$ cat config.mk
export PLATFORM = sky130hd
export DESIGN_NAME = simd_result
export DESIGN_NICKNAME = d
export VERILOG_FILES = /design/src/common/simd_pkg.sv /design/src/simd/simd_result.sv
export SDC_FILE = /design/constraint.sdc
export NUM_CORES = 2
export LEC_CHECK = 0
export BUFFER_PORTS_ARGS = -buffer_cell sky130_fd_sc_hd__clkbuf_2
export CAP_MARGIN = 20
export CORE_AREA = 2 2 307 309
export DETAILED_ROUTE_END_ITERATION = 10
export DIE_AREA = 0 0 309 311
export PLACE_DENSITY_LB_ADDON = 0.3
export SKIP_CTS_REPAIR_TIMING = 1
export SLEW_MARGIN = 30
export SYNTH_ARGS = -nofsm -noshare
export SYNTH_HDL_FRONTEND = slang
export SYNTH_SLANG_ARGS = --single-unit
$ cat constraint.sdc
create_clock -name clk_i -period 0.9 [get_ports clk_i]
set_input_delay 0.09 -clock clk_i [delete_from_list [all_inputs] [get_ports clk_i]]
set_output_delay 0.09 -clock clk_i [all_outputs]
set_load 0.1 [all_outputs]
$ cat src/common/simd_pkg.sv
// Shared definitions for the SIMD execution unit
// Vector geometry, element width, source and opcode enums,
// handshake state and the latency class rule
`default_nettype none

package simd_pkg;

    localparam int VLEN   = 128;        // Vector register width
    localparam int ELEN   = 64;         // Lane and scalar word width
    localparam int LANES  = VLEN / ELEN;
    localparam int MASK_W = VLEN / 8;   // One mask bit per byte

    typedef logic [VLEN-1:0]   vec_t;
    typedef logic [ELEN-1:0]   elem_t;
    typedef logic [MASK_W-1:0] mask_t;
    typedef logic [4:0]        imm_t;
    typedef logic [1:0]        lat_t;   // Extra cycles beyond the base one

    typedef enum logic [1:0] {
        SEW_8,
        SEW_16,
        SEW_32,
        SEW_64
    } sew_t;

    typedef enum logic [1:0] {
        SRC_VV,     // vs1 as operand a
        SRC_VX,     // Replicated scalar
        SRC_VI      // Replicated sign-extended immediate
    } src_t;

    typedef enum logic [3:0] {
        OP_ADD,
        OP_SUB,
        OP_AND,
        OP_OR,
        OP_XOR,
        OP_MUL,
        OP_SEQ,
        OP_REDSUM,
        OP_MV_X_S,
        OP_EXT,
        OP_CNT
    } simd_op_t;

    typedef enum logic [1:0] {
        IDLE,
        BUSY,
        DONE
    } hs_state_t;

    // Multiply needs pipeline stages, reduction one extra cycle
    function automatic lat_t lat_of(simd_op_t op, sew_t sew);
        if (op == OP_MUL) begin
            return (sew == SEW_64) ? 2'd2 : 2'd1;
        end
        if (op == OP_REDSUM) begin
            return 2'd1;
        end
        return 2'd0;
    endfunction

endpackage

`default_nettype wire

$ cat src/simd/simd_result.sv
// Result stage of the SIMD unit
// Sum reduction, scalar moves, extract, equal count,
// mask merge and the output holding registers
`timescale 1ns/1ps
`default_nettype none

module simd_result import simd_pkg::*; (
    input  logic     clk_i,
    input  logic     rstn_i,
    input  logic     done_i,
    input  simd_op_t op_i,
    input  sew_t     sew_i,
    input  vec_t     lane_vd_i,
    input  vec_t     vs1_i,
    input  vec_t     vs2_i,
    input  vec_t     old_vd_i,
    input  elem_t    rs1_i,
    input  mask_t    vm_i,
    input  logic     ack_i,
    output vec_t     vd_o,
    output elem_t    rd_o,
    output logic     vd_we_o,
    output logic     rd_we_o
);

    logic [7:0]  sum8;
    logic [15:0] sum16;
    logic [31:0] sum32;
    elem_t       sum64;
    vec_t        red_vd;
    vec_t        merged_vd;
    logic [3:0]  align;         // Clears byte index bits below element start
    logic [15:0] eq_flags;
    logic        run;
    elem_t       rd_next;
    logic        is_elem;
    logic        is_scalar;
    logic        vd_we_q;
    logic        rd_we_q;

    assign is_elem   = op_i inside {OP_ADD, OP_SUB, OP_AND, OP_OR, OP_XOR, OP_MUL, OP_SEQ};
    assign is_scalar = op_i inside {OP_MV_X_S, OP_EXT, OP_CNT};

    // Reduction seeded with element 0 of vs1
    always_comb begin
        sum8  = vs1_i[7:0];
        sum16 = vs1_i[15:0];
        sum32 = vs1_i[31:0];
        sum64 = vs1_i[63:0];
        for (int i = 0; i < 16; i++) sum8 = sum8 + vs2_i[8*i +: 8];
        for (int i = 0; i < 8; i++) sum16 = sum16 + vs2_i[16*i +: 16];
        for (int i = 0; i < 4; i++) sum32 = sum32 + vs2_i[32*i +: 32];
        for (int i = 0; i < 2; i++) sum64 = sum64 + vs2_i[64*i +: 64];
        red_vd = old_vd_i;
        case (sew_i)
            SEW_8:   red_vd[7:0]  = sum8;
            SEW_16:  red_vd[15:0] = sum16;
            SEW_32:  red_vd[31:0] = sum32;
            default: red_vd[63:0] = sum64;
        endcase
    end

    // Each byte follows the mask bit of its element's lowest byte
    always_comb begin
        case (sew_i)
            SEW_8:   align = 4'hf;
            SEW_16:  align = 4'he;
            SEW_32:  align = 4'hc;
            default: align = 4'h8;
        endcase
        for (int b = 0; b < MASK_W; b++) begin
            merged_vd[8*b +: 8] = vm_i[4'(b) & align] ? lane_vd_i[8*b +: 8]
                                                      : old_vd_i[8*b +: 8];
        end
    end

    // Zero-extended scalar results
    always_comb begin
        eq_flags = '0;
        rd_next  = '0;
        run      = 1'b1;
        case (sew_i)
            SEW_8:   for (int i = 0; i < 16; i++) eq_flags[i] = lane_vd_i[8*i];
            SEW_16:  for (int i = 0; i < 8; i++) eq_flags[i] = lane_vd_i[16*i];
            SEW_32:  for (int i = 0; i < 4; i++) eq_flags[i] = lane_vd_i[32*i];
            default: for (int i = 0; i < 2; i++) eq_flags[i] = lane_vd_i[64*i];
        endcase
        case (op_i)
            OP_MV_X_S: begin
                case (sew_i)
                    SEW_8:   rd_next = {56'b0, vs2_i[7:0]};
                    SEW_16:  rd_next = {48'b0, vs2_i[15:0]};
                    SEW_32:  rd_next = {32'b0, vs2_i[31:0]};
                    default: rd_next = vs2_i[63:0];
                endcase
            end
            OP_EXT: begin
                case (sew_i)        // Out of range index gives zero
                    SEW_8:   if (rs1_i < 16) rd_next = {56'b0, vs2_i[8*rs1_i[3:0] +: 8]};
                    SEW_16:  if (rs1_i < 8) rd_next = {48'b0, vs2_i[16*rs1_i[2:0] +: 16]};
                    SEW_32:  if (rs1_i < 4) rd_next = {32'b0, vs2_i[32*rs1_i[1:0] +: 32]};
                    default: if (rs1_i < 2) rd_next = vs2_i[64*rs1_i[0] +: 64];
                endcase
            end
            OP_CNT: begin
                for (int i = 0; i < 16; i++) begin
                    run = run & eq_flags[i];
                    if (run) rd_next = elem_t'(i + 1);
                end
            end
            default: rd_next = '0;
        endcase
    end

    always_ff @(posedge clk_i or negedge rstn_i) begin
        if (!rstn_i) begin
            vd_o    <= '0;
            rd_o    <= '0;
            vd_we_q <= 1'b0;
            rd_we_q <= 1'b0;
        end else if (done_i) begin
            vd_o    <= (op_i == OP_REDSUM) ? red_vd : merged_vd;
            rd_o    <= rd_next;
            vd_we_q <= is_elem | (op_i == OP_REDSUM);
            rd_we_q <= is_scalar;
        end
    end

    assign vd_we_o = vd_we_q & ack_i;   // Only valid with the handshake
    assign rd_we_o = rd_we_q & ack_i;

endmodule

`default_nettype wire

======== Word-level counts from Yosys, hierarchy flattened ========
Index checks and enable logic that the tools add are counted.
W data, S select, Z words.
word-level totals
  flip-flop bits (word level) ............. 194
  input bits .............................. 602
  output and inout port bits .............. 194
  logic and storage cells ................. 172
cells by class
  add/sub/neg operators ................... 30
  order comparisons ....................... 19
  eq/ne operators ......................... 12
  shifts and indexed selects .............. 4
  multiplexer cells ....................... 79
  bitwise logic cells ..................... 18
  reductions and logical operators ........ 6
operators with widths
  cell                   count
  $mux W64               16
  $pmux W64 S3           3
  $mux W8                18
  $add A16 B16 Y16       8
  $add A32 B32 Y32       4
  $add A64 B64 Y64       2
  $add A8 B8 Y8          16
  $mux W128              1
  $shiftx A128 B8 Y16    1
  $shiftx A128 B8 Y32    1
  $shiftx A128 B8 Y64    1
  $shiftx A128 B8 Y8     1
  $lt A64 B2 Y1 const B  1
  $lt A64 B3 Y1 const B  1
  $lt A64 B4 Y1 const B  1
  $lt A64 B5 Y1 const B  1
  $mux W32               2
  $pmux W8 S3            2
  $lt A4 B5 Y1 const B   7
  $pmux W16 S2           1
  $lt A3 B5 Y1 const B   4
  $mux W1                20
  $and A1 B1 Y1          17
  $eq A4 B3 Y1 const B   4
  22 further kinds       35

======== Longest topological paths before layout ========
  depth after elaboration ................. 19
  gate-level depth with buffers ........... 22

======== Least setup slack after synthesis ========
OpenSTA, ideal clock, no wires.
  kind .................................... input -> register
  start ................................... input port vs1_i[3]
  end ..................................... register vd_o[7]
  setup time .............................. 137 ps
  arrival ................................. 5,039 ps
  required time ........................... 763 ps
  slack ................................... -4,276 ps
  stages on the path ...................... 19
  path buffers ............................ 0
  path through ............................ inv_1 fa_1 inv_1 fa_1 fa_1 fa_1 fa_1 inv_1 fa_1 inv_1 ha_1 a21o_1 a21oi_1 o21bai_1 a21oi_1 xnor2_1 mux4_2 a21oi_1 a21oi_1
between the ends
  word-level cells in the longest chain between the ends .. 18
  elaborated cells between the ends (all ways) .. 32
RTL lines
  element                       RTL line            RTL
  from (decl)                   simd_result.sv:14   input vec_t vs1_i,
  $add A8 B8 Y8 (16 in series)  simd_result.sv:50   for (int i = 0; i < 16; i++) sum8 = sum8 + vs2_i[8*i +: 8];
  $pmux W8 S3 (*)               simd_result.sv:55   case (sew_i)
  $mux W128 (*)                 simd_result.sv:122  vd_o <= (op_i == OP_REDSUM) ? red_vd : merged_vd;
  to (signal assigned)          simd_result.sv:122
  to (decl)                     simd_result.sv:20   output vec_t vd_o,
Mark *: on every way between the ends. The rest lies on a longest branch, timed or not.
A chain may end at the register's enable or synchronous reset.

======== Worst setup path in the final report ========
  start ................................... input port vs2_i[51]
  end ..................................... register vd_o[7]
between the ends
  word-level cells in the longest chain between the ends .. 12
  elaborated cells between the ends (all ways) .. 17
RTL lines
  element                       RTL line            RTL
  from (decl)                   simd_result.sv:15   input vec_t vs2_i,
  $add A8 B8 Y8 (10 in series)  simd_result.sv:50
  $pmux W8 S3 (*)               simd_result.sv:55
  $mux W128 (*)                 simd_result.sv:122
Marked as above.

==> metrics.md <==
| Metric | Value |
|---|---|
| Synth top area share | around a quarter |
| Post-Syn Instances | between 2000 and 3000 |
| Leakage | approximately 21 nW |
| Fillers | 8549 |
| RSZ-0062 raised after global routing | true |
| Sequential Area | roughly 0.0051 mm² |
| Worst Setup Path Type | in2reg |
| Flops & latches, synth | ~190 |
| Die extent in y | 311 µm |
| Final core occ | 50.6% |
| Sequential element share of the synthesized area | 17.3% |
| Core ar. | a little over 0.09 mm² |
| Detail Placement HPWL | approximately 140000 µm |
| PnR Total Power | around 110 mW |
| Clock insertion delay at the later pin of the skew report | 520 ps |
| Total track usage | between 30 and 40% |
| Max_slew headroom | 44.2% |
| Placer Congestion | 1.02 |
| Power share of the combinational group | between 80% and 90% |
| Initial core utilization | 30.2% |
| Largest net degree at the start of global routing | 55 |
| Commonest cells after routing, fill and taps aside | buf_4 (778), clkbuf_2 (512), fa_1 (333), inv_1 (260), buf_12 (230) |
| CTS clk-pin slew, worst paths | ~90 ps |
| Crit path launch type | primary input |
| Max-Cap Viols | 0 |
| Avg Vias per Cell | about 5.5 |
| Dominant cells by area after synthesis | fa_1 (25%), dfrtp_1 (17%), mux4_2 (8.7%) |
| CTS Root Cell | clkbuf_16 |
| Die Wd | about 310 µm |
| Peak VDD IR | between 3 and 4 mV |
| CP Cell Sequence | buf_12 > fa_2 > inv_2 > fa_1 > inv_2 > fa_1 > fa_1 > fa_1 > inv_2 > fa_1 > inv_1 > ha_1 > a21o_1 > a21oi_2 > o21bai_1 > a21oi_1 > xnor2_1 > mux4_2 > a21oi_2 > a21oi_1 |
| Commonest non-fill, non-tap cell in the layout | buf_4 |
| Post-synth EDFFs | 0 |
| Crit-path slowest cell | fa_2 |
| Worst Hold Slack | -80.8 ps |
| Largest stage delay on the critical path | 600 ps |
| Share of flip-flops with an asynchronous set or reset | between 90% and 100% |
| Yosys cell types | 83 |
| Peak Freq | roughly 0.2 GHz |
| Multi-input logic area | between 0.02 and 0.025 mm² |
| IO Count | 796 |
| Sw Pwr | approximately 55 mW |
| Syn-to-layout area delta | 67.3% |
| Fin crit share | 541% |
| Vias in the first global route | between 30000 and 40000 |
| Worst slack, placed | -4530 ps |
| Placed Instances | 5497 |
| Layout Cells excl Fill | between 5000 and 6000 |
| Global-route wire length before repair | roughly 230000 µm |
| Port Buffers | 731 |
| Tmin final | just under 5000 ps |
| CTS Buf Count | 17 |
| # nets final | roughly 5500 |
| Clk_skew | 0 ps |
| Pint | just under 60 mW |
| Final setup fails | 386 |
| Status | finished with violations |
| Final number of hold-violating endpoints | 12 |
| Fin. max-slew vios | 0 |
| H-tree levels | 4 |
| Clock Sinks | 194 |
| Synth Net Count | between 3000 and 4000 |
| DRC | 0 |
| Post-Syn Area | 0.0281 mm² |
| Critical Path Sink Type | register |
| Crit-path most repeated cell | fa_1 |
| Grt ovf | 0 |
| DRT Wirelength | between 150000 and 200000 µm |
| Drt first pass iters | 8 |
| Slew @ Worst Pin | 838 ps |
| Layout cells sized above 1 | about 50% |
| Failing checks | hold timing, setup timing |
| Critical Path AT | 5280 ps |
| CTS max path bufs | 2 |
| Share of power burned in the clock network | 7.6% |
| Synth area leader | fa_1 |
| Full die area | 0.0961 mm² |
| Worst Path Max Fanout | 2 |
| Ys Warns | 0 |
| Initial antenna violation count | 37 |
| PD cells | between 2000 and 2500 mW/mm² |
| First DRT Iteration DRCs | 2800 |
| WP data required | approximately 1300 ps |
| CTS tree | yes |
| Site row count | about 110 |
| Via count | between 30000 and 40000 |
| Primary FF master, synth | dfrtp_1 |
| Reg power frac | under 10% |
| Switching part of the total power | between 40% and 50% |
| Worst Hold Class | in2reg |
| Avg Cell Area, Syn | approximately 9.9 µm² |
| Post-route worst setup slack | -3960 ps |
| Wire per inst | 29.2 µm |
| Post-route ant nets | 0 |
per-layer routing:
layer | routed length (µm) | global-route usage [%] | up-vias
met1 | 64500 | 41.8 | 15600
li1 | - | - | 13400
met4 | 9410 | 13.8 | 32
met5 | 218 | 0 | -
met3 | 17800 | 10.9 | 484
met2 | 75400 | 52.6 | 1771
state kept, by name, summed over array words and instances (netlist names):
register  flops
vd_o        128
vd_we_q       1
rd_we_q       1
rd_o         64
power groups by stage:
stage | Clock (mW) | Combinational, mW | Sequential, mW
6_report | 8.60 | 93.6 | 10.5
5_1_grt | 9.09 | 99.4 | 10.6
4_1_cts | 8.84 | 85.2 | 10.5
3_5_place_dp | 0 | 84.8 | 10.7
3_3_place_gp | 0 | 84.5 | 10.7
2_1_floorplan | 0 | 44.2 | 15.8
worst paths after layout:
path	start	end	slack, ps	cells past startpoint
max	vs2_i[51]	vd_o[7]	-3960	20
min	old_vd_i[52]	vd_o[52]	-80	5
max reg2reg	vd_o[60]	vd_o[60]	30	2
min reg2reg	vd_o[38]	vd_o[38]	530	1
max in group asynchronous	rstn_i	rd_o[34]	210	3
min in group asynchronous	rstn_i	vd_o[111]	50	2
metrics by stage:
step                      instance area (µm²)  TNS [ps]  hold WS [ps]
after floorplan                         29400   -260660          -206
after CTS                               43800   -354330          -558
after detailed placement                43200   -390160          21.0
after global routing                    46900   -359110          2.51
final                                   46900   -333950         -80.8
after global placement                  43200   -386590          21.6
synthesized netlist by cell type, types with 24 or more instances:
cell,count
a21o_1,56
a21oi_1,251
a22oi_1,57
buf_2,31
clkbuf_1,101
dfrtp_1,194
fa_1,350
ha_1,127
inv_1,288
mux2i_1,145
mux4_2,109
nand2_1,151
nand3_1,33
nor2_1,186
nor3_1,30
nor4_1,25
o21ai_0,118
o21ai_1,24
o2bb2ai_1,65
xnor2_1,104
xor2_1,37
cell families after synthesis:
logic type                 after synthesis  share of synthesized area [%]
buffers and inverters                  434                           5.95
adders and majority gates              477                           30.6
DFF                                    194                           17.3
AOI/OAI and AO/OA                      785                           18.6
xor gates and xnor gates               141                           4.40
muxes                                  271                           14.6
and+or+nand+nor                        524                           8.56
layout make-up:
cell class,instances,share of cell area [%]
repair buffers,1749,32.7
flip-flops and latches,194,10.9
well taps,1254,3.34
multi-input cells,2198,49.3
diodes,20,0.107
clock buffers,18,0.936
clock inverters,14,0.357
inverters,289,2.41
critical path, delay by kind of cell:
kind | cells | cell delay, ps
AOI/OAI and AO/OA | 6 | 790
xor gates and xnor gates | 1 | 130
adders and majority gates | 7 | 3460
buffers and inverters | 5 | 300
muxes | 1 | 480
No activity file was read; power rests on OpenSTA's default activity.
