## src/common/simd_pkg.sv

```systemverilog
// Shared definitions for the SIMD execution unit
// Vector geometry, element width, source and opcode enums,
// handshake state and the latency class rule
`default_nettype none

package simd_pkg;

    localparam int VLEN   = 128;        // Vector register width
    localparam int ELEN   = 64;         // Lane and scalar word width
    localparam int LANES  = VLEN / ELEN;
    localparam int MASK_W = VLEN / 8;   // One mask bit per byte

    typedef logic [VLEN-1:0]   vec_t;
    typedef logic [ELEN-1:0]   elem_t;
    typedef logic [MASK_W-1:0] mask_t;
    typedef logic [4:0]        imm_t;
    typedef logic [1:0]        lat_t;   // Extra cycles beyond the base one

    typedef enum logic [1:0] {
        SEW_8,
        SEW_16,
        SEW_32,
        SEW_64
    } sew_t;

    typedef enum logic [1:0] {
        SRC_VV,     // vs1 as operand a
        SRC_VX,     // Replicated scalar
        SRC_VI      // Replicated sign-extended immediate
    } src_t;

    typedef enum logic [3:0] {
        OP_ADD,
        OP_SUB,
        OP_AND,
        OP_OR,
        OP_XOR,
        OP_MUL,
        OP_SEQ,
        OP_REDSUM,
        OP_MV_X_S,
        OP_EXT,
        OP_CNT
    } simd_op_t;

    typedef enum logic [1:0] {
        IDLE,
        BUSY,
        DONE
    } hs_state_t;

    // Multiply needs pipeline stages, reduction one extra cycle
    function automatic lat_t lat_of(simd_op_t op, sew_t sew);
        if (op == OP_MUL) begin
            return (sew == SEW_64) ? 2'd2 : 2'd1;
        end
        if (op == OP_REDSUM) begin
            return 2'd1;
        end
        return 2'd0;
    endfunction

endpackage

`default_nettype wire

```

## src/simd/simd_decode.sv

```systemverilog
// Request capture for the SIMD unit
// Start detection, operand replication and latency class
`timescale 1ns/1ps
`default_nettype none

module simd_decode import simd_pkg::*; (
    input  logic     clk_i,
    input  logic     rstn_i,
    input  logic     req_i,
    input  logic     idle_i,
    input  simd_op_t op_i,
    input  sew_t     sew_i,
    input  src_t     src_i,
    input  vec_t     vs1_i,
    input  vec_t     vs2_i,
    input  vec_t     old_vd_i,
    input  elem_t    rs1_i,
    input  imm_t     imm_i,
    input  mask_t    vm_i,
    output logic     start_o,
    output simd_op_t op_q_o,
    output sew_t     sew_q_o,
    output lat_t     lat_o,
    output vec_t     a_q_o,
    output vec_t     b_q_o,
    output elem_t    rs1_q_o,
    output vec_t     vs1_q_o,
    output vec_t     vs2_q_o,
    output vec_t     old_vd_q_o,
    output mask_t    vm_q_o
);

    elem_t scalar;
    vec_t  scalar_rep;
    vec_t  a_sel;

    assign start_o = req_i & idle_i;
    assign lat_o   = lat_of(op_i, sew_i);   // Loaded by execute on start

    // Immediate is sign-extended before replication
    assign scalar = (src_i == SRC_VI) ? {{(ELEN-5){imm_i[4]}}, imm_i} : rs1_i;

    always_comb begin
        case (sew_i)
            SEW_8:   scalar_rep = {16{scalar[7:0]}};
            SEW_16:  scalar_rep = {8{scalar[15:0]}};
            SEW_32:  scalar_rep = {4{scalar[31:0]}};
            default: scalar_rep = {2{scalar}};
        endcase
    end

    assign a_sel = (src_i == SRC_VV) ? vs1_i : scalar_rep;

    always_ff @(posedge clk_i or negedge rstn_i) begin
        if (!rstn_i) begin
            op_q_o  <= OP_ADD;
            sew_q_o <= SEW_8;
        end else if (start_o) begin
            op_q_o  <= op_i;
            sew_q_o <= sew_i;
        end
    end

    // Operand payload
    always_ff @(posedge clk_i) begin
        if (start_o) begin
            a_q_o      <= a_sel;
            b_q_o      <= vs2_i;
            rs1_q_o    <= rs1_i;
            vs1_q_o    <= vs1_i;
            vs2_q_o    <= vs2_i;
            old_vd_q_o <= old_vd_i;
            vm_q_o     <= vm_i;
        end
    end

endmodule

`default_nettype wire

```

## config.mk

```make
export PLATFORM = sky130hd
export DESIGN_NAME = simd_decode
export DESIGN_NICKNAME = d
export VERILOG_FILES = /design/src/common/simd_pkg.sv /design/src/simd/simd_decode.sv
export SDC_FILE = /design/constraint.sdc
export NUM_CORES = 1
export LEC_CHECK = 0
export BUFFER_PORTS_ARGS = -buffer_cell sky130_fd_sc_hd__buf_2
export CAP_MARGIN = 20
export CORE_AREA = 2 2 476 478
export DETAILED_ROUTE_END_ITERATION = 16
export DIE_AREA = 0 0 478 480
export GPL_ROUTABILITY_DRIVEN = 0
export PLACE_DENSITY = 0.36
export SLEW_MARGIN = 10
export SYNTH_ARGS = -nofsm -noshare
export SYNTH_HDL_FRONTEND = slang
export SYNTH_SLANG_ARGS = --single-unit
```

## constraint.sdc

```tcl
create_clock -name clk_i -period 18.1 [get_ports clk_i]
set_clock_uncertainty 0.15 [all_clocks]
set_input_delay 3.62 -clock clk_i [delete_from_list [all_inputs] [get_ports clk_i]]
set_output_delay 3.62 -clock clk_i [all_outputs]
set_load 0.005 [all_outputs]
```

### Word-level counts from Yosys, hierarchy flattened

Cells that the tools add are included.

* register bits after elaboration: 598
* bits of input ports: 481
* output and inout bits: 729
* word-level logic and storage cells: 28

* equal/unequal tests: 6
* multiplexer cells: 11
* bitwise gates (word level): 1
* reductions and logical operators: 2

Operator list (count)
* 128-bit one-hot mux with 3 select lines: 1
* 128-bit two-way mux: 1
* 64-bit two-way mux: 1
* 2-bit two-way mux: 5
* 4-bit by 3-bit == test with 1-bit output, second input constant: 2
* 2-bit == test, second input constant: 3
* 2-bit zero test: 2
* 1-bit two-way mux: 3
* 2-bit by 1-bit == test with 1-bit output, second input constant: 1
* 1-bit bitwise AND: 1

### Logic depth before layout (Yosys ltp)

Gate-level depths: netlist of the first run.

* depth in word-level cells: 6
* mapped depth: 7
* depth with buffers taken out: 4

### Worst setup path after synthesis of the first run

Ideal clock, no wire load.

* path type: input port to output port
* start: input port req_i
* end: output port start_o
* arrival: 15.182 ns
* required time: 14.330 ns
* setup slack: -0.852 ns
* cell stages on the path: 2
* buffers on the path: 0
* cell sequence: nand2_1 > inv_1

* cells in the longest elaborated chain, start to end: 1

RTL lines
* start: declaration: line simd_decode.sv:9 `input logic req_i,`
* 1-bit bitwise AND: line simd_decode.sv:37 `assign start_o = req_i & idle_i;`
* end: declaration: line simd_decode.sv:20 `output logic start_o,`

No other way between the ends.

### Worst setup path in the final report of the first run

* start: input port sew_i[0]
* end: output port lat_o[1]

* cells in the longest elaborated chain, start to end: 6

RTL lines
* start: declaration: line simd_decode.sv:12 `input sew_t sew_i,`
* 2-bit == test *: line simd_pkg.sv:55 `return (sew == SEW_64) ? 2'd2 : 2'd1;`
* 2-bit two-way mux *: line simd_pkg.sv:55
* 2-bit two-way mux *: line simd_pkg.sv:54 `if (op == OP_MUL) begin`
* 2-bit two-way mux: line simd_pkg.sv:57 `if (op == OP_REDSUM) begin`
* 2-bit two-way mux: line simd_pkg.sv:60 `return 2'd0;`
* 2-bit two-way mux *: line simd_pkg.sv:57
* end: declaration: line simd_decode.sv:23 `output lat_t lat_o,`

Mark *: on every way between the ends. The rest lies on a longest branch, timed or not. The select of a mux whose other input is x is not followed.

==> flow_metrics.py, run 1 <==
metrics = {
    "logic_synthesis": {
        "syn-cell-area_mm2": 0.0216,
        "ys_types": 44,
        "yosys_most_used_dff": "edfxtp_1",
        "ys_seq_area_share_pct": 83.0,
        "synth_warnings": 0,
        "synthArstFlopShare_pct": 1.00,
        "syn_inst": 1173,
        "synthesis.nets": 1654,
        "syn_area_per_cell_um2": 18.4,
        "synth-edff-count": 592,
        "synth-seq-cells": 598,
    },
    "global_routing": {
        "grt_usage_pct": 10.9,
        "grt_max_degree": 154,
        "grt_pass1_vias": 15800,
        "grt_pass1_wl_um": 163000,
        "antenna_found_initial": 39,
        "overflow": 0,
    },
    "routing": {
        "drt-wirelength-per-cell_um": 24.4,
        "wirelength_um": 131000,
        "drtIter0Drc": 862,
        "drtAntennaViolNets": 0,
        "vias": 15400,
        "post-route-drc-count": 0,
        "viasPerCell": 2.87,
        "firstDrtPassIters": 5,
    },
    "layout": {
        "nets": 2794,
        "most-common-layout-cells": "1207 x buf_2, 592 x edfxtp_1, 78 x clkbuf_16, 68 x nand2_1, 45 x nor2_1",
        "drive_above_1_share_pct": 57.9,
        "syn_to_final_growth_pct": 52.5,
        "fin_util_pct": 14.7,
        "final_common_cell": "buf_2",
        "design_area_mm2": 0.0329,
    },
    "critical_path": {
        "crit_required_ns": 14.33,
        "cp.arrival_ns": 5.01,
        "timing.rr.end": "op_q_o[0]",
        "rrSetupSlack_ns": 17.19,
        "criticalPathCategory": "input pin to output pin",
        "endpoint_kind": "output pin",
        "worstPathCellList": "buf_4, nand2_2, buf_4, nor3_1, buf_2",
        "critPathMaxFanout": 46,
        "crit_path_frequent_cell": "buf_4",
        "reg2regPathDepth": 1,
        "critPathLaunch": "sew_i[0]",
        "max_stage_delay_ns": 0.60,
        "startpoint_type": "input pin",
        "cp-endpoint": "lat_o[1]",
        "worst_path_max_delay_cell": "buf_4",
        "r2r-start": "op_q_o[0]",
    },
    "power": {
        "total_power_mw": 3.55,
        "p_leak_nw": 12.9,
        "p_per_area_mw_per_mm2": 108,
        "ir_worst_vdd_mv": 0.0650,
    },
    "sta": {
        "worst_slew_pin_slew_ns": 1.09,
        "fin_crit_ns": 8.78,
        "tns_ns": 0,
        "slew_headroom_pct": 27.3,
        "hold_viol_final": 0,
        "final-setup-viol-count": 0,
        "fin_hold_ws_ns": 0.357,
        "drv_slew": 0,
        "rsz0062_at_grt": "false",
        "max_freq_mhz": 114,
        "post-route-period-util_pct": 48.5,
    },
    "die": {
        "die_w_um": 478,
        "ios": 1210,
        "core_area_mm2": 0.224,
        "die_h_um": 480,
        "initial_core_util_pct": 9.64,
        "num_rows": 174,
        "dieArea_mm2": 0.229,
    },
    "clock_network": {
        "cts_made_buffers": 76,
        "post_cts_buffers": 0,
        "clockBufferDepth": 3,
        "cts.sinks": 598,
        "path_clk_slew_ns": 0.05,
        "cts_htree_levels": 3,
        "cts_hold_buf": 0,
        "cts_tree": "yes",
        "clock_latency_ns": 0.69,
        "cts-root-buf": "clkbuf_16",
        "post_cts_resized": 0,
    },
    "hold_path": {
        "hp-class": "register to register",
        "holdPathStages": 1,
    },
    "placement": {
        "placed_area_mm2": 0.0305,
        "portBuffers": 1209,
        "dpl.hpwl_um": 109000,
    },
    "outcome": {
        "status": "finished clean",
    },
    "flow_run": {
        "drv_cap": 0,
    },
}
-- per-stage QoR --
stage / std cells / worst slack [ns]
6_report: 5368 / 9.32
5_1_grt: 5366 / 9.18
4_1_cts: 5361 / 9.24
3_5_place_dp: 5226 / 9.25
3_3_place_gp: 5226 / 9.23
2_1_floorplan: 1173 / 4.00
-- cell type report --
cell class / count / area, um^2
inverter: 4 / 18.8
antenna: 6 / 15.0
tap: 2992 / 3740
clock buffer: 98 / 2030
multi-input combinational: 399 / 2580
clock inverter: 37 / 345
sequential: 598 / 17900
timing repair buffer: 1234 / 6280
fill: 25000 / 191000
-- how the worst min path moves through the flow --
stage / startpoint / end / slack [ns]
after floorplan: sew_q_o[1] / sew_q_o[1] / 0.32
after global placement: sew_q_o[0] / sew_q_o[0] / 0.34
after detailed placement: sew_q_o[0] / sew_q_o[0] / 0.34
after CTS: op_q_o[1] / op_q_o[1] / 0.36
after global routing: op_q_o[3] / op_q_o[3] / 0.38
final: op_q_o[1] / op_q_o[1] / 0.36
-- synth_stat cells, types with 6 or more instances --
library cell / count / area (um^2)
nand3_1: 15 / 75.1
a211oi_1: 17 / 128
buf_4: 129 / 968
dfrtp_1: 6 / 150
edfxtp_1: 592 / 17800
nor2_1: 47 / 176
a21o_1: 43 / 323
o21ai_0: 26 / 130
a211o_1: 14 / 123
o32a_1: 8 / 80.1
o21a_1: 25 / 188
nand2_1: 70 / 263
nand2b_1: 12 / 75.1
nor2b_1: 6 / 37.5
mux2_2: 9 / 101
a21oi_1: 33 / 165
mux2i_1: 17 / 170
buf_2: 11 / 55.1
clkbuf_1: 28 / 105
a22o_1: 10 / 87.6
-- power by group --
part | switching, mW | total (mW) | internal, mW
sequential | 0.0409 | 1.68 | 1.64
combinational | 0.247 | 0.392 | 0.145
clock | 0.639 | 1.48 | 0.839
total | 0.927 | 3.55 | 2.62
-- worst max-delay path, delay by kind of cell --
| family | cells | cell delay (ns) |
|---|---|---|
| AND/OR/NAND/NOR | 2 | 0.30 |
| buffers and inverters | 3 | 1.01 |
-- registers in the layout (all words and copies together), names as in the netlist --
| register | cells |
|---|---|
| a_q_o | 128 |
| rs1_q_o | 64 |
| vm_q_o | 16 |
| vs1_q_o | 128 |
| vs2_q_o | 128 |
| old_vd_q_o | 128 |
| op_q_o | 4 |
| sew_q_o | 2 |
-- cells by family after synthesis --
family	Yosys count	synth area share (%)
DFF	598	83.0
AOI/OAI and AO/OA	201	6.57
buffers and inverters	176	5.37
and+or+nand+nor	169	3.47
muxes	29	1.57
-- per-layer routing --
layer | vias up | share of wire [%] | track usage (%)
met5 | - | 0.056 | 0
met4 | 12 | 2.4 | 2.72
met3 | 152 | 10 | 5.26
met2 | 852 | 54 | 20.4
met1 | 7697 | 34 | 10.6
li1 | 6676 | - | -
Power figures use the tool's default switching activity.
==> run 2: changes to the inputs <==
CORE_AREA = 2 2 467 469   (was 2 2 476 478)
DIE_AREA = 0 0 469 471   (was 0 0 478 480)
clock period = 8.2 ns   (was 18.1 ns; I/O delays follow)
==> run 2 against run 1 <==
Critical path depth did not move. Register-to-register slack lost 9.9 ns. Critical endpoint unchanged. Via count grew 0.98%. First-iteration DRC count is 3.2% higher. Hold slack got worse by 0.0014 ns. Critical path type unchanged. Flip-flop and latch count is the same.
==> flow_metrics.py, run 2 (synthesis results as in run 1) <==
metrics = {
    "routing": {
        "firstDrtPassIters": 5,
        "drtIter0Drc": 890,
        "viasPerCell": 2.97,
        "vias": 15500,
        "drt-wirelength-per-cell_um": 27.1,
        "drtAntennaViolNets": 0,
        "wirelength_um": 142000,
        "post-route-drc-count": 0,
    },
    "clock_network": {
        "cts_htree_levels": 3,
        "post_cts_buffers": 0,
        "cts_tree": "yes",
        "cts.sinks": 598,
        "cts_made_buffers": 78,
        "clockBufferDepth": 3,
        "clock_latency_ns": 0.70,
        "cts-root-buf": "clkbuf_16",
        "cts_hold_buf": 0,
        "post_cts_resized": 0,
        "path_clk_slew_ns": 0.06,
    },
    "layout": {
        "num-fill-cells": 24100,
        "drive_above_1_share_pct": 57.8,
        "finalNonFillerCells": 5230,
        "most-common-layout-cells": "1206 x buf_2, 592 x edfxtp_1, 79 x clkbuf_16, 68 x nand2_1, 46 x nor2_1",
        "final_common_cell": "buf_2",
        "nets": 2791,
        "multiInputGateArea_mm2": 0.00257,
        "syn_to_final_growth_pct": 51.6,
        "seq_area_mm2": 0.0179,
    },
    "power": {
        "total_power_mw": 7.94,
        "p_leak_nw": 12.9,
        "ir_worst_vdd_mv": 0.148,
        "p_per_area_mw_per_mm2": 243,
    },
    "die": {
        "dieArea_mm2": 0.221,
        "die_w_um": 469,
        "die_h_um": 471,
        "num_rows": 171,
        "ios": 1210,
        "initial_core_util_pct": 9.99,
        "core_area_mm2": 0.216,
    },
    "outcome": {
        "status": "finished clean",
    },
    "critical_path": {
        "crit_path_frequent_cell": "buf_4",
        "cp.arrival_ns": 2.65,
        "criticalPathCategory": "input pin to output pin",
        "crit_required_ns": 6.41,
        "critPathBufInv": 3,
        "critPathMaxFanout": 18,
        "worstPathCellList": "buf_4, nand2_1, buf_4, nor3_1, buf_2",
        "max_stage_delay_ns": 0.30,
        "startpoint_type": "input pin",
        "critPathTopFamily": "buffers and inverters",
        "endpoint_kind": "output pin",
        "worst_path_max_delay_cell": "buf_4",
    },
    "placement": {
        "dpl.hpwl_um": 117000,
        "preCtsSetupSlack_ns": 3.30,
        "portBuffers": 1209,
        "dp.cells": 5084,
    },
    "global_routing": {
        "antenna_found_initial": 46,
        "grt_pass1_wl_um": 173000,
        "grt_usage_pct": 12.2,
        "grt_pass1_vias": 15800,
        "grt_max_degree": 166,
        "overflow": 0,
    },
    "flow_run": {
        "drv_cap": 0,
    },
    "sta": {
        "setup_slack_ns": 3.76,
        "fin_crit_ns": 4.44,
        "worst_slew_pin_slew_ns": 1.12,
        "post-route-period-util_pct": 54.2,
        "max_freq_mhz": 225,
        "drv_slew": 0,
        "rsz0062_at_grt": "false",
        "slew_headroom_pct": 25.3,
        "final-setup-viol-count": 0,
        "tns_ns": 0,
        "hold_viol_final": 0,
    },
    "hold_path": {
        "hp-class": "register to register",
    },
}
==> run 2: area by class of cell <==
class,instances,area share (%)
tap,2854,10.9
timing repair buffer,1229,19.1
inverter,4,0.0573
antenna,8,0.0611
clock buffer,93,6.20
multi-input combinational,399,7.86
clock inverter,45,1.09
sequential,598,54.7
==> run 2: layer usage <==
metal,wire (um),track usage (%),vias to the layer above
met5,97,0,-
met4,4790,4.06,16
met3,15200,5.79,207
met2,75300,22.9,857
met1,46300,11.5,7781
li1,-,-,6679
==> run 2: worst min-delay path: stages, from the launching register on <==
cell and delay (ns):
dfrtp_1 0.35, nand2_1 0.05, o21ai_0 0.07
==> run 2: stage by stage <==
stage / hold WS (ns) / instance area, um^2 / utilization, %
after global placement: 0.322 / 30300 / 14.0
after global routing: 0.379 / 32700 / 15.1
after detailed placement: 0.322 / 30300 / 14.0
after CTS: 0.352 / 32700 / 15.1
final: 0.355 / 32700 / 15.2
after floorplan: 0.321 / 21600 / -
==> run 2: report_power, final <==
part           switching (mW)  internal [mW]
Clock                    1.52           1.82
Sequential             0.0926           3.62
Combinational           0.567          0.318
==> run 2: final timing paths <==
check / from / endpoint / slack [ns] / depth (start not counted)
max: sew_i[0] / lat_o[1] / 3.76 / 5
min: sew_q_o[1] / sew_q_o[1] / 0.36 / 2
max reg2reg: op_q_o[2] / op_q_o[2] / 7.28 / 1
min reg2reg: sew_q_o[1] / sew_q_o[1] / 0.36 / 2
max in group asynchronous: rstn_i / op_q_o[1] / 7.13 / 1
min in group asynchronous: rstn_i / op_q_o[0] / 0.61 / 1
